<file path="src/hdl/lsu_pkg.sv">
// Shared sizes and enums for the load/store unit; all sizes assume XLEN = 32 and power-of-two counts.
`default_nettype none

package lsu_pkg;

  // ##########################################################
  // Sizes
  // ##########################################################
  localparam int XLEN        = 32;
  localparam int BE_BITS     = XLEN / 8;  // one enable per byte lane.
  localparam int LINE_WORDS  = 4;
  localparam int CACHE_LINES = 16;
  localparam int MEM_WORDS   = 1024;
  localparam int MEM_LATENCY = 3;  // must be at least 2.

  localparam logic [XLEN-1:0] INIT_MULT = 32'h9e37_79b9;

  localparam int OFFSET_BITS   = $clog2(LINE_WORDS);  // word offset inside a line.
  localparam int INDEX_BITS    = $clog2(CACHE_LINES);
  localparam int TAG_BITS      = XLEN - 2 - OFFSET_BITS - INDEX_BITS;
  localparam int WADDR_BITS    = TAG_BITS + INDEX_BITS + OFFSET_BITS;  // word address width.
  localparam int MEM_ADDR_BITS = $clog2(MEM_WORDS);

  // ##########################################################
  // Types
  // ##########################################################
  typedef enum logic [3:0] {
    OP_NONE,
    OP_LB,
    OP_LBU,
    OP_LH,
    OP_LHU,
    OP_LW,
    OP_SB,
    OP_SH,
    OP_SW
  } lsu_op_e;

  typedef enum logic [1:0] {
    ST_IDLE,
    ST_REFILL,
    ST_WRITE,
    ST_DONE
  } cache_state_e;

endpackage

`default_nettype wire

</file>
<file path="src/hdl/load_store.sv">
// Combinational load/store unit; accesses must be naturally aligned and op held until done.
`default_nettype none
`timescale 1ns/100ps

module load_store (
  input  logic                       arst_n,
  input  lsu_pkg::lsu_op_e           op,
  input  logic [lsu_pkg::XLEN-1:0]   data_1,
  input  logic [lsu_pkg::XLEN-1:0]   data_2,
  input  logic [lsu_pkg::XLEN-1:0]   immediate,
  output logic [lsu_pkg::XLEN-1:0]   result,
  output logic [lsu_pkg::XLEN-1:0]   result_address,
  output logic                       done,
  output logic [lsu_pkg::XLEN-1:0]   address,
  output logic [lsu_pkg::XLEN-1:0]   wr_data,
  output logic                       read,
  output logic                       write,
  output logic [lsu_pkg::BE_BITS-1:0] write_select,
  input  logic [lsu_pkg::XLEN-1:0]   rd_data,
  input  logic                       hit,
  input  logic                       write_done
);
  import lsu_pkg::*;

  logic [XLEN-1:0]    eff_addr;
  logic [1:0]         lane;
  logic [XLEN-1:0]    ld_shifted;
  logic [XLEN-1:0]    ld_value;
  logic [BE_BITS-1:0] size_mask;

  assign eff_addr   = data_1 + immediate;
  assign lane       = eff_addr[1:0];
  assign ld_shifted = rd_data >> {lane, 3'b000};  // bring the addressed lane down to bit 0.

  // ##########################################################
  // Load extension and store size
  // ##########################################################
  always_comb begin
    case (op)
      OP_LB:   ld_value = {{(XLEN-8){ld_shifted[7]}}, ld_shifted[7:0]};
      OP_LBU:  ld_value = {{(XLEN-8){1'b0}}, ld_shifted[7:0]};
      OP_LH:   ld_value = {{(XLEN-16){ld_shifted[15]}}, ld_shifted[15:0]};
      OP_LHU:  ld_value = {{(XLEN-16){1'b0}}, ld_shifted[15:0]};
      default: ld_value = rd_data;
    endcase
  end

  always_comb begin
    case (op)
      OP_SB:   size_mask = 4'h1;
      OP_SH:   size_mask = 4'h3;
      OP_SW:   size_mask = 4'hf;
      default: size_mask = 4'h0;
    endcase
  end

  // ##########################################################
  // Request and result
  // ##########################################################
  always_comb begin
    result         = '0;
    result_address = '0;
    done           = 1'b0;
    address        = '0;
    wr_data        = '0;
    read           = 1'b0;
    write          = 1'b0;
    write_select   = '0;
    if (arst_n) begin
      case (op)
        OP_LB, OP_LBU, OP_LH, OP_LHU, OP_LW: begin
          result  = ld_value;
          done    = hit;  // a hit is the end of a load.
          address = eff_addr;
          read    = 1'b1;
        end
        OP_SB, OP_SH, OP_SW: begin
          if (write_done) begin
            result         = data_2;
            result_address = eff_addr;
            done           = 1'b1;
          end else begin
            address      = eff_addr;
            wr_data      = data_2 << {lane, 3'b000};
            write        = 1'b1;
            write_select = size_mask << lane;
          end
        end
        default: begin
          done = 1'b0;
        end
      endcase
    end
  end

endmodule

`default_nettype wire

</file>
<file path="config.mk">
export PLATFORM = sky130hd
export DESIGN_NAME = load_store
export DESIGN_NICKNAME = d
export VERILOG_FILES = /design/src/hdl/lsu_pkg.sv /design/src/hdl/load_store.sv
export SDC_FILE = /design/constraint.sdc
export NUM_CORES = 1
export LEC_CHECK = 0
export ABC_AREA = 1
export ABC_CLOCK_PERIOD_IN_PS = 3220
export BUFFER_PORTS_ARGS = -buffer_cell sky130_fd_sc_hd__buf_2
export CAP_MARGIN = 20
export CORE_AREA = 2 2 105 107
export DETAILED_ROUTE_END_ITERATION = 16
export DIE_AREA = 0 0 107 109
export GPL_ROUTABILITY_DRIVEN = 0
export PLACE_DENSITY = 0.8
export SYNTH_ARGS = -nofsm -noshare
export SYNTH_HDL_FRONTEND = slang
export SYNTH_SLANG_ARGS = --single-unit
export TNS_END_PERCENT = 100
</file>
<file path="constraint.sdc">
create_clock -name vclk -period 3.22
set_input_delay 0.483 -clock vclk [all_inputs]
set_output_delay 0.483 -clock vclk [all_outputs]
set_load 0.05 [all_outputs]
</file>
==> results.tsv <==
metric	value	unit
power	0.00129	W
dieArea	11700	um2
placement.io_buffers	270	
grt_pass1_wl	28800	um
synth.distinct_cells	37	
seq_cells	0	
drive_gt1_share	27.7	%
viasPerCell	5.19	
start_util	43.2	%
grt_max_degree	69	
vias	7037	
syn_nets	1136	
ios	270	
seqPwrFrac	0	%
synth_cells	969	
ir_drop	0.000133	V
fp-row-count	38	
coreArea	10600	um2
yosys.area.top_type	nand2_1	
startpoint_type	input port	
drtIter0Drc	601	
rsz0062_at_grt	false	
areaGrowthSynthToFinish	33.9	%
grt_pass1_vias	6167	
path_cells	buf_2 -> ha_2 -> inv_1 -> fa_1 -> inv_1 -> buf_12 -> o21ai_0 -> a21oi_1 -> o21ai_0 -> a31oi_1 -> buf_2	
p_sw_share	70.2	%
remaining_drc_errors	0	
fin_nets	1384	
dp_hpwl	15800	um
antenna_found_initial	1	
cap_violations	0	
cp-end-kind	output port	
p_comb_share	100.0	%
synth_top_area_share	27.7	%
cp_max_fo	48	
dieHeight	109	um
antenna_left	0	
yosysSeqAreaShare	0	%
critPathSlowestCell	fa_1	
fin_cells	1355	
power_leakage	3.91	nW
wl	19200	um
ys_warn_count	0	
gr-total-overflow	0	
diodes	0	
tightest_slew	0.737	ns
fillCellCount	1131	
placed_cells	1355	
synth.area.top_cells	nand2_1 28%, inv_1 13%, nor2_1 9.8%, a21oi_1 9.0%, ha_1 8.5%	
critical_path_required	2.74	ns
nClkBuffers	0	
grt_usage	30.6	%
ctsHoldBuffers	0	
cp.arrival	2.62	ns
avgRoutedWirePerCell	14.2	um
clkPwrFrac	0	%
die_x	107	um
hold_viol	0	
post-route-period-util	96.3	%
multi_input_area	3850	um2
dr.pass1.iters	5	
drv_slew	0	
powerDensity	211	nW/um2
finalSetupTns	0	ns
min_path_type	in2out	
crit_type	in2out	
register_area	0	um2
p_sw	0.000907	W
power.internal	0.000386	W
syn_area	4580	um2
syn_area_per_cell	4.72	um2
setup_viol	0	
run_status	completed	
period_minus_slack	3.10	ns
cpPeakStageDelay	0.48	ns
relSlewSlack	50.7	%
fmax	323	MHz
## worst paths after layout
| kind | from | endpoint | slack, ns | cells after the start |
|---|---|---|---|---|
| worst max-delay path | data_1[0] | result[0] | 0.12 | 11 |
| worst min-delay path | hit | done | 1.37 | 4 |
## cells in the mapped netlist, types with 6 or more instances
master    count
clkbuf_1     19
a221oi_1      7
nor2_1      120
a31oi_1       8
nor3_1       13
or2_2         8
ha_1         31
buf_2         8
a21oi_1      82
o21ai_0      46
nand2_1     338
inv_2         6
nand4_1       6
xnor2_1      12
nand3_1      57
inv_1       156
## cell usage in the layout (no fill, tap or decap), types with 5 or more instances in the layout
master	synthesis	layout
nand3b_1	5	5
a21oi_1	82	72
or2_2	8	8
buf_4	3	10
buf_2	8	270
nand4_1	6	6
a21oi_2	0	10
a31oi_1	8	8
nor3_1	13	12
ha_1	31	30
o21ai_0	46	45
nand2_1	338	338
a211oi_2	4	8
nor2_1	120	120
nor2_2	5	5
nand3_1	57	57
inv_1	156	156
inv_2	6	6
xnor2_1	12	12
## power by group through the flow
stage / Sequential, W / Combinational (W) / Clock (W)
2_1_floorplan: 0 / 0.000928 / 0
3_5_place_dp: 0 / 0.00127 / 0
5_1_grt: 0 / 0.00141 / 0
4_1_cts: 0 / 0.00128 / 0
6_report: 0 / 0.00129 / 0
3_3_place_gp: 0 / 0.00126 / 0
## cell type report
| cell class | instances | share of cell area, % |
|---|---|---|
| Multi-Input combinational cell | 769 | 62.9 |
| Tap cell | 140 | 2.86 |
| Timing Repair Buffer | 283 | 24.2 |
| Inverter | 163 | 10.0 |
## logic make-up after synthesis
group | synth area share [%]
and+or+nand+nor | 50.3
buffers and inverters | 17.7
AOI/OAI and AO/OA | 20.2
adders and majority gates | 8.91
xor gates and xnor gates | 2.87
## layer usage
metal	global-route usage (%)	wire [um]	part of all wire, %
met4	17.2	1200	6.3
met3	5.80	1930	10
met5	0	12	0.063
met1	32.5	6820	36
met2	56.9	9210	48
## through the flow
stage	util, %	worst slack, ns	hold slack, ns	area (um2)
floorplan	-	-0.247	1.13	4660
global placement	57.8	0.132	1.36	6120
detailed placement	57.8	0.0293	1.36	6120
CTS	57.8	0.0204	1.37	6120
global route	57.8	0.0166	1.39	6130
finish	57.8	0.120	1.37	6130
## repair_timing
| item | in CTS | in global routing |
|---|---|---|
| hold endpoints to repair | 0 | 0 |
| buffers inserted | 0 | 0 |
| endpoints found under the setup margin | 0 | 16 |
| gates resized for setup | 0 | 2 |
## critical path, delay by kind of cell
kind	cells	cell delay (ns)
compound gates	4	0.58
buf+inv	5	0.85
fa+ha+maj	2	0.67
Note: power is estimated with default switching activity, not from simulation.
