### src/hdl/lsu_pkg.sv
// Shared sizes and enums for the load/store unit; all sizes assume XLEN = 32 and power-of-two counts.
`default_nettype none

package lsu_pkg;

  // ##########################################################
  // Sizes
  // ##########################################################
  localparam int XLEN        = 32;
  localparam int BE_BITS     = XLEN / 8;  // one enable per byte lane.
  localparam int LINE_WORDS  = 4;
  localparam int CACHE_LINES = 16;
  localparam int MEM_WORDS   = 1024;
  localparam int MEM_LATENCY = 3;  // must be at least 2.

  localparam logic [XLEN-1:0] INIT_MULT = 32'h9e37_79b9;

  localparam int OFFSET_BITS   = $clog2(LINE_WORDS);  // word offset inside a line.
  localparam int INDEX_BITS    = $clog2(CACHE_LINES);
  localparam int TAG_BITS      = XLEN - 2 - OFFSET_BITS - INDEX_BITS;
  localparam int WADDR_BITS    = TAG_BITS + INDEX_BITS + OFFSET_BITS;  // word address width.
  localparam int MEM_ADDR_BITS = $clog2(MEM_WORDS);

  // ##########################################################
  // Types
  // ##########################################################
  typedef enum logic [3:0] {
    OP_NONE,
    OP_LB,
    OP_LBU,
    OP_LH,
    OP_LHU,
    OP_LW,
    OP_SB,
    OP_SH,
    OP_SW
  } lsu_op_e;

  typedef enum logic [1:0] {
    ST_IDLE,
    ST_REFILL,
    ST_WRITE,
    ST_DONE
  } cache_state_e;

endpackage

`default_nettype wire

### src/hdl/data_cache.sv
// Direct-mapped write-through cache without write allocate; one request at a time, address held.
`default_nettype none
`timescale 1ns/100ps

module data_cache (
  input  logic                           clock,
  input  logic                           arst_n,
  input  logic [lsu_pkg::XLEN-1:0]       address,
  input  logic [lsu_pkg::XLEN-1:0]       wr_data,
  input  logic                           read,
  input  logic                           write,
  input  logic [lsu_pkg::BE_BITS-1:0]    write_select,
  output logic [lsu_pkg::XLEN-1:0]       rd_data,
  output logic                           hit,
  output logic                           write_done,
  output logic                           mem_req,
  output logic                           mem_we,
  output logic [lsu_pkg::WADDR_BITS-1:0] mem_addr,
  output logic [lsu_pkg::XLEN-1:0]       mem_wdata,
  output logic [lsu_pkg::BE_BITS-1:0]    mem_be,
  input  logic [lsu_pkg::XLEN-1:0]       mem_rdata,
  input  logic                           mem_ack
);
  import lsu_pkg::*;

  cache_state_e state_q;

  logic [TAG_BITS-1:0]    tag_q   [CACHE_LINES];
  logic [CACHE_LINES-1:0] valid_q;
  logic [XLEN-1:0]        data_q  [CACHE_LINES*LINE_WORDS];

  logic [TAG_BITS-1:0]    req_tag;
  logic [INDEX_BITS-1:0]  req_index;
  logic [OFFSET_BITS-1:0] req_offset;
  logic [OFFSET_BITS-1:0] refill_cnt_q;
  logic                   line_match;
  logic                   refill_last;

  assign req_offset = address[OFFSET_BITS+1:2];
  assign req_index  = address[INDEX_BITS+OFFSET_BITS+1:OFFSET_BITS+2];
  assign req_tag    = address[XLEN-1:XLEN-TAG_BITS];

  assign line_match  = valid_q[req_index] && (tag_q[req_index] == req_tag);
  assign hit         = read && line_match;
  assign rd_data     = data_q[{req_index, req_offset}];
  assign write_done  = (state_q == ST_DONE);  // one cycle, the FSM leaves DONE at once.
  assign refill_last = (refill_cnt_q == OFFSET_BITS'(LINE_WORDS - 1));

  // ##########################################################
  // Controller
  // ##########################################################
  always_ff @(posedge clock or negedge arst_n) begin
    if (!arst_n) begin
      state_q      <= ST_IDLE;
      valid_q      <= '0;
      refill_cnt_q <= '0;
      mem_req      <= 1'b0;
    end else begin
      mem_req <= 1'b0;
      case (state_q)
        ST_IDLE: begin
          if (read && !line_match) begin
            valid_q[req_index] <= 1'b0;  // the line is rebuilt word by word.
            refill_cnt_q       <= '0;
            mem_req            <= 1'b1;
            state_q            <= ST_REFILL;
          end else if (write) begin
            mem_req <= 1'b1;
            state_q <= ST_WRITE;
          end
        end
        ST_REFILL: begin
          if (mem_ack) begin
            if (refill_last) begin
              valid_q[req_index] <= 1'b1;
              state_q            <= ST_IDLE;
            end else begin
              refill_cnt_q <= refill_cnt_q + 1'b1;
              mem_req      <= 1'b1;
            end
          end
        end
        ST_WRITE: begin
          if (mem_ack) begin
            state_q <= ST_DONE;
          end
        end
        default: begin
          state_q <= ST_IDLE;
        end
      endcase
    end
  end

  // memory request payload.
  always_ff @(posedge clock) begin
    if (state_q == ST_IDLE) begin
      mem_we    <= write && !read;
      mem_addr  <= {req_tag, req_index, (read ? {OFFSET_BITS{1'b0}} : req_offset)};
      mem_wdata <= wr_data;
      mem_be    <= write_select;
    end else if (state_q == ST_REFILL && mem_ack) begin
      mem_addr[OFFSET_BITS-1:0] <= refill_cnt_q + 1'b1;  // next word of the line.
    end
  end

  // ##########################################################
  // Tag and data arrays
  // ##########################################################
  always_ff @(posedge clock) begin
    if (state_q == ST_REFILL && mem_ack) begin
      data_q[{req_index, refill_cnt_q}] <= mem_rdata;
      tag_q[req_index]                  <= req_tag;
    end else if (state_q == ST_WRITE && mem_ack && line_match) begin
      for (int b = 0; b < BE_BITS; b++) begin
        if (write_select[b]) begin
          data_q[{req_index, req_offset}][8*b +: 8] <= wr_data[8*b +: 8];
        end
      end
    end
  end

endmodule

`default_nettype wire

### config.mk
export PLATFORM = sky130hd
export DESIGN_NAME = data_cache
export DESIGN_NICKNAME = d
export VERILOG_FILES = /design/src/hdl/lsu_pkg.sv /design/src/hdl/data_cache.sv
export SDC_FILE = /design/constraint.sdc
export NUM_CORES = 2
export LEC_CHECK = 0
export BUFFER_PORTS_ARGS = -buffer_cell sky130_fd_sc_hd__buf_2
export CORE_MARGIN = 2
export CORE_UTILIZATION = 55
export CTS_CLUSTER_DIAMETER = 50
export DETAILED_ROUTE_END_ITERATION = 7
export PLACE_DENSITY_LB_ADDON = 0.08
export SLEW_MARGIN = 10
export SYNTH_ARGS = -nofsm -noshare
export SYNTH_HDL_FRONTEND = slang
export SYNTH_SLANG_ARGS = --single-unit
### constraint.sdc
create_clock -name clock -period 5.75 [get_ports clock]
set_clock_uncertainty 0.1 [all_clocks]
set_input_delay 0.2875 -clock clock [delete_from_list [all_inputs] [get_ports clock]]
set_output_delay 0.2875 -clock clock [all_outputs]
set_load 0.005 [all_outputs]
==> summary.md <==
| Metric | Value |
|---|---|
| Overall Global Routing Usage | `0.284` |
| Setup crit end kind | `output port` |
| Number of synthesized flops with an enable pin | `2,499` |
| Syn nets | `4,635` |
| Post-DR wirelength/cell | `32.7 um` |
| Synthesized area | `98,700 um^2` |
| Vias in the first global route | `50,700` |
| Largest net degree at the start of global routing | `90` |
| Num rows | `155` |
| IO Count | `207` |
| Initial antenna violation count | `10` |
| Crit share post-route | `0.891` |
| Worst endpoint data arrival time | `4.74 ns` |
| Clock sink total | `2,520` |
| Status | `finished clean` |
| Top cell type's share of synthesized area | `0.760` |
| #FFs+latches synth | `2,520` |
| Layout cells sized above 1 | `0.328` |
| Tmin final | `5.12 ns` |
| CP Launch Point | `address[6]` |
| Die Height | `428 um` |
| Mean Syn Cell Area | `21.8 um^2` |
| Synth area leader | `edfxtp_1` |
| Internal cell power | `31.7 mW` |
| Vias | `50,800` |
| Reg-to-reg endpoint | `data_q[45][7]$_DFFE_PP_` |
| Final setup violating endpoints | `0` |
| Initial core utilization | `0.553` |
| R2r setup slk | `1.16 ns` |
| Fin nets | `5,408` |
| Crit Path Max Fanout | `22` |
| Hold Crit Start | `address[27]` |
| Complex-gate fraction of the synthesized area | `0.0405` |
| Net Switching | `9.47 mW` |
| Sw frac | `0.230` |
| Post-placement worst setup slack | `0.647 ns` |
| Worst Max-Slew Pin Slew | `1.24 ns` |
| Fmax | `0.195 GHz` |
| R2R cell count | `11` |
| HP Class | `primary input to flop` |
| Max cap viols | `0` |
| Setup WS post-layout | `0.627 ns` |
| Clock insertion delay at the later pin of the skew report | `0.92 ns` |
| Sequential share of the synthesized area | `0.766` |
| Count of cell types in the netlist | `59` |
| Final Hold Viols | `0` |
| Maximum VDD drop | `0.000303 V` |
| Yosys warns | `0` |
| Main combinational cell family by area after synthesis | `multiplexers` |
| Comb pwr share | `0.088` |
| Final HPWL from detailed placement | `150,000 um` |
| Global-route wire length before repair | `367,000 um` |
| Reg power frac | `0.505` |
| CP required | `5.36 ns` |
| Critical path class | `primary input to output port` |
| Clock power share | `0.407` |
| DRC | `0` |
| Setup TNS | `0 ns` |
| Mux share of post-synthesis cell area | `0.165` |
| Async S/R FF share, synth | `0.00833` |
| Area delta synth->final | `17.0%` |
| IO buf count | `204` |
| Root buf cell | `clkbuf_16` |
| Power density over cell area | `356 nW/um^2` |
| Full die area | `183,000 um^2` |
| Post-Synth Simple-Gate Area | `0.0112` |
| CTS tree | `done` |
| Final Hold Slack | `0.119 ns` |
| P_leak | `37.4 nW` |
| Critical Path Sink | `rd_data[22]` |
| Vias per inst | `6.47` |
| Startpoint Class | `primary input` |
| Fraction of the mapped netlist area in adder cells | `0.000127` |
| Gr ovfl total | `0` |
| Depth of the CTS H-tree | `5` |
| 1st-iter DRT viols | `6,096` |
| R2r startpoint | `tag_q[7][9]$_DFFE_PP_` |
| CTS buffer count | `286` |
| Clock buffer depth | `4` |
| Relative slew slack | `0.172` |
| Synth Flop Type | `edfxtp_1` |
| Gpl congestion | `0.817` |
| Top post-synthesis cells by area | `edfxtp_1 (76%), mux4_2 (14%), a211oi_1 (2.0%), mux2i_1 (1.3%), mux2_2 (0.83%)` |
| Core area | `178,000 um^2` |
| Post-DRT Antenna Nets | `0` |
| Post-Synth XOR/XNOR Area | `0.00311` |
| RSZ-0062 raised after global routing | `no` |
| Synthesized instance count | `4,529` |
| Clock-pin slew on the worst setup and hold paths | `0.05 ns` |
| Drt pass-1 iters | `5` |
| Die width | `428 um` |
| Routed WL | `257,000 um` |
| Final Slew Violations | `0` |
[registers in the layout, indices dropped and copies added, names as in the netlist, named ones only]
register / count
data_q: 2048
mem_addr: 30
mem_be: 4
mem_req: 1
mem_wdata: 32
mem_we: 1
refill_cnt_q: 2
state_q: 2
tag_q: 384
[synth_stat cells, types with 3 or more instances]
cell type	n
xnor2_1	22
o221ai_1	3
clkbuf_1	191
nand4_1	9
buf_1	66
edfxtp_1	2499
nand2_1	84
a21oi_1	56
a221oi_1	22
nand3_1	12
nor2_1	87
mux2_2	73
a2111oi_0	3
a22o_1	18
nand2b_1	6
mux2i_1	125
a31oi_1	7
a32oi_1	10
a211oi_1	260
nor3_1	9
o211ai_1	7
a221o_1	6
nor4_1	5
nor2b_1	10
o21ai_0	50
mux4_2	633
buf_2	48
and2_1	8
a211o_1	11
inv_1	29
or4_1	6
dfrtp_1	21
a22oi_1	61
o22ai_1	24
buf_4	6
xor2_1	13
[how the worst min path moves through the flow]
| stage | endpoint | cells past startpoint | slack [ns] |
|---|---|---|---|
| floorplan | async pin | 0 | -0.11 |
| global placement | mem_req$_DFF_PN0_ | 1 | 0.20 |
| detailed placement | mem_req$_DFF_PN0_ | 1 | 0.19 |
| CTS | tag_q[1][19]$_DFFE_PP_ | 2 | 0.08 |
| global route | tag_q[1][19]$_DFFE_PP_ | 2 | 0.11 |
| finish | tag_q[1][19]$_DFFE_PP_ | 2 | 0.12 |
[logic make-up after synthesis]
| family | after synthesis |
|---|---|
| AO/OA/AOI/OAI | 556 |
| XOR/XNOR | 35 |
| adder cells (fa/ha/maj) | 1 |
| buffers and inverters | 342 |
| flip-flops | 2520 |
| multiplexers | 831 |
| AND/OR/NAND/NOR | 244 |
[metrics by stage]
step	utilization	total power, mW	std cells	cell area, um^2
floorplan	-	22.9	4529	98700
global placement	0.593	24.6	7266	106000
detailed placement	0.593	24.7	7266	106000
CTS	0.647	41.4	7856	115000
global route	0.647	42.3	7857	115000
finish	0.647	41.1	7859	115000
[cells in the final DEF (no fill, tap or decap), types with 22 or more instances in the layout]
cell type      instances
nand2_1               83
buf_12                36
a211oi_1             260
dlygate4sd3_1        103
xnor2_1               22
o22ai_1               24
o21ai_0               50
mux2_2                73
clkinv_1              69
buf_2                198
a22oi_1               61
a21oi_1               56
inv_1                 29
clkbuf_1              56
nor2_1                62
buf_4                455
mux4_2               633
mux2i_1              125
clkinv_2              40
a221oi_1              22
clkbuf_16            296
edfxtp_1            2499
[worst max-delay path, cell delays in order]
cell,delay (ns)
dlygate4sd3_1,0.53
buf_4,0.30
buf_4,0.54
nand2_1,0.76
nor2_1,1.20
a22oi_1,0.32
o2111ai_1,0.28
a21oi_1,0.06
o21ai_0,0.20
buf_2,0.20
[cell type report]
class	instances	area, um^2
diodes	3	7.51
clock buffers	353	7630
clock inverters	134	886
fillers	11900	63000
inverters	30	114
multi-input cells	1667	22000
flip-flops and latches	2520	75600
well taps	2355	2950
repair buffers	797	6230
[repair_timing]
item / in CTS / in global routing
setup buffers: 0 / 0
hold buffers: 103 / 0
resized for setup: 0 / 0
endpoints found under the hold margin: 492 / 0
[power groups by stage]
stage / Clock [mW] / Sequential [mW] / Combinational, mW
after global placement: 0 / 21.1 / 3.51
after detailed placement: 0 / 21.2 / 3.55
after floorplan: 0 / 21.1 / 1.73
after CTS: 17.0 / 20.8 / 3.62
after global routing: 17.7 / 20.8 / 3.78
final: 16.8 / 20.8 / 3.61
[layer usage]
metal,vias up,wire length [um],GRT usage
li1,20900,-,-
met1,27200,102000,0.407
met2,2283,126000,0.457
met3,460,19900,0.0453
met4,10,8140,0.0899
met5,-,69,0
(Power assumes the default switching activity.)
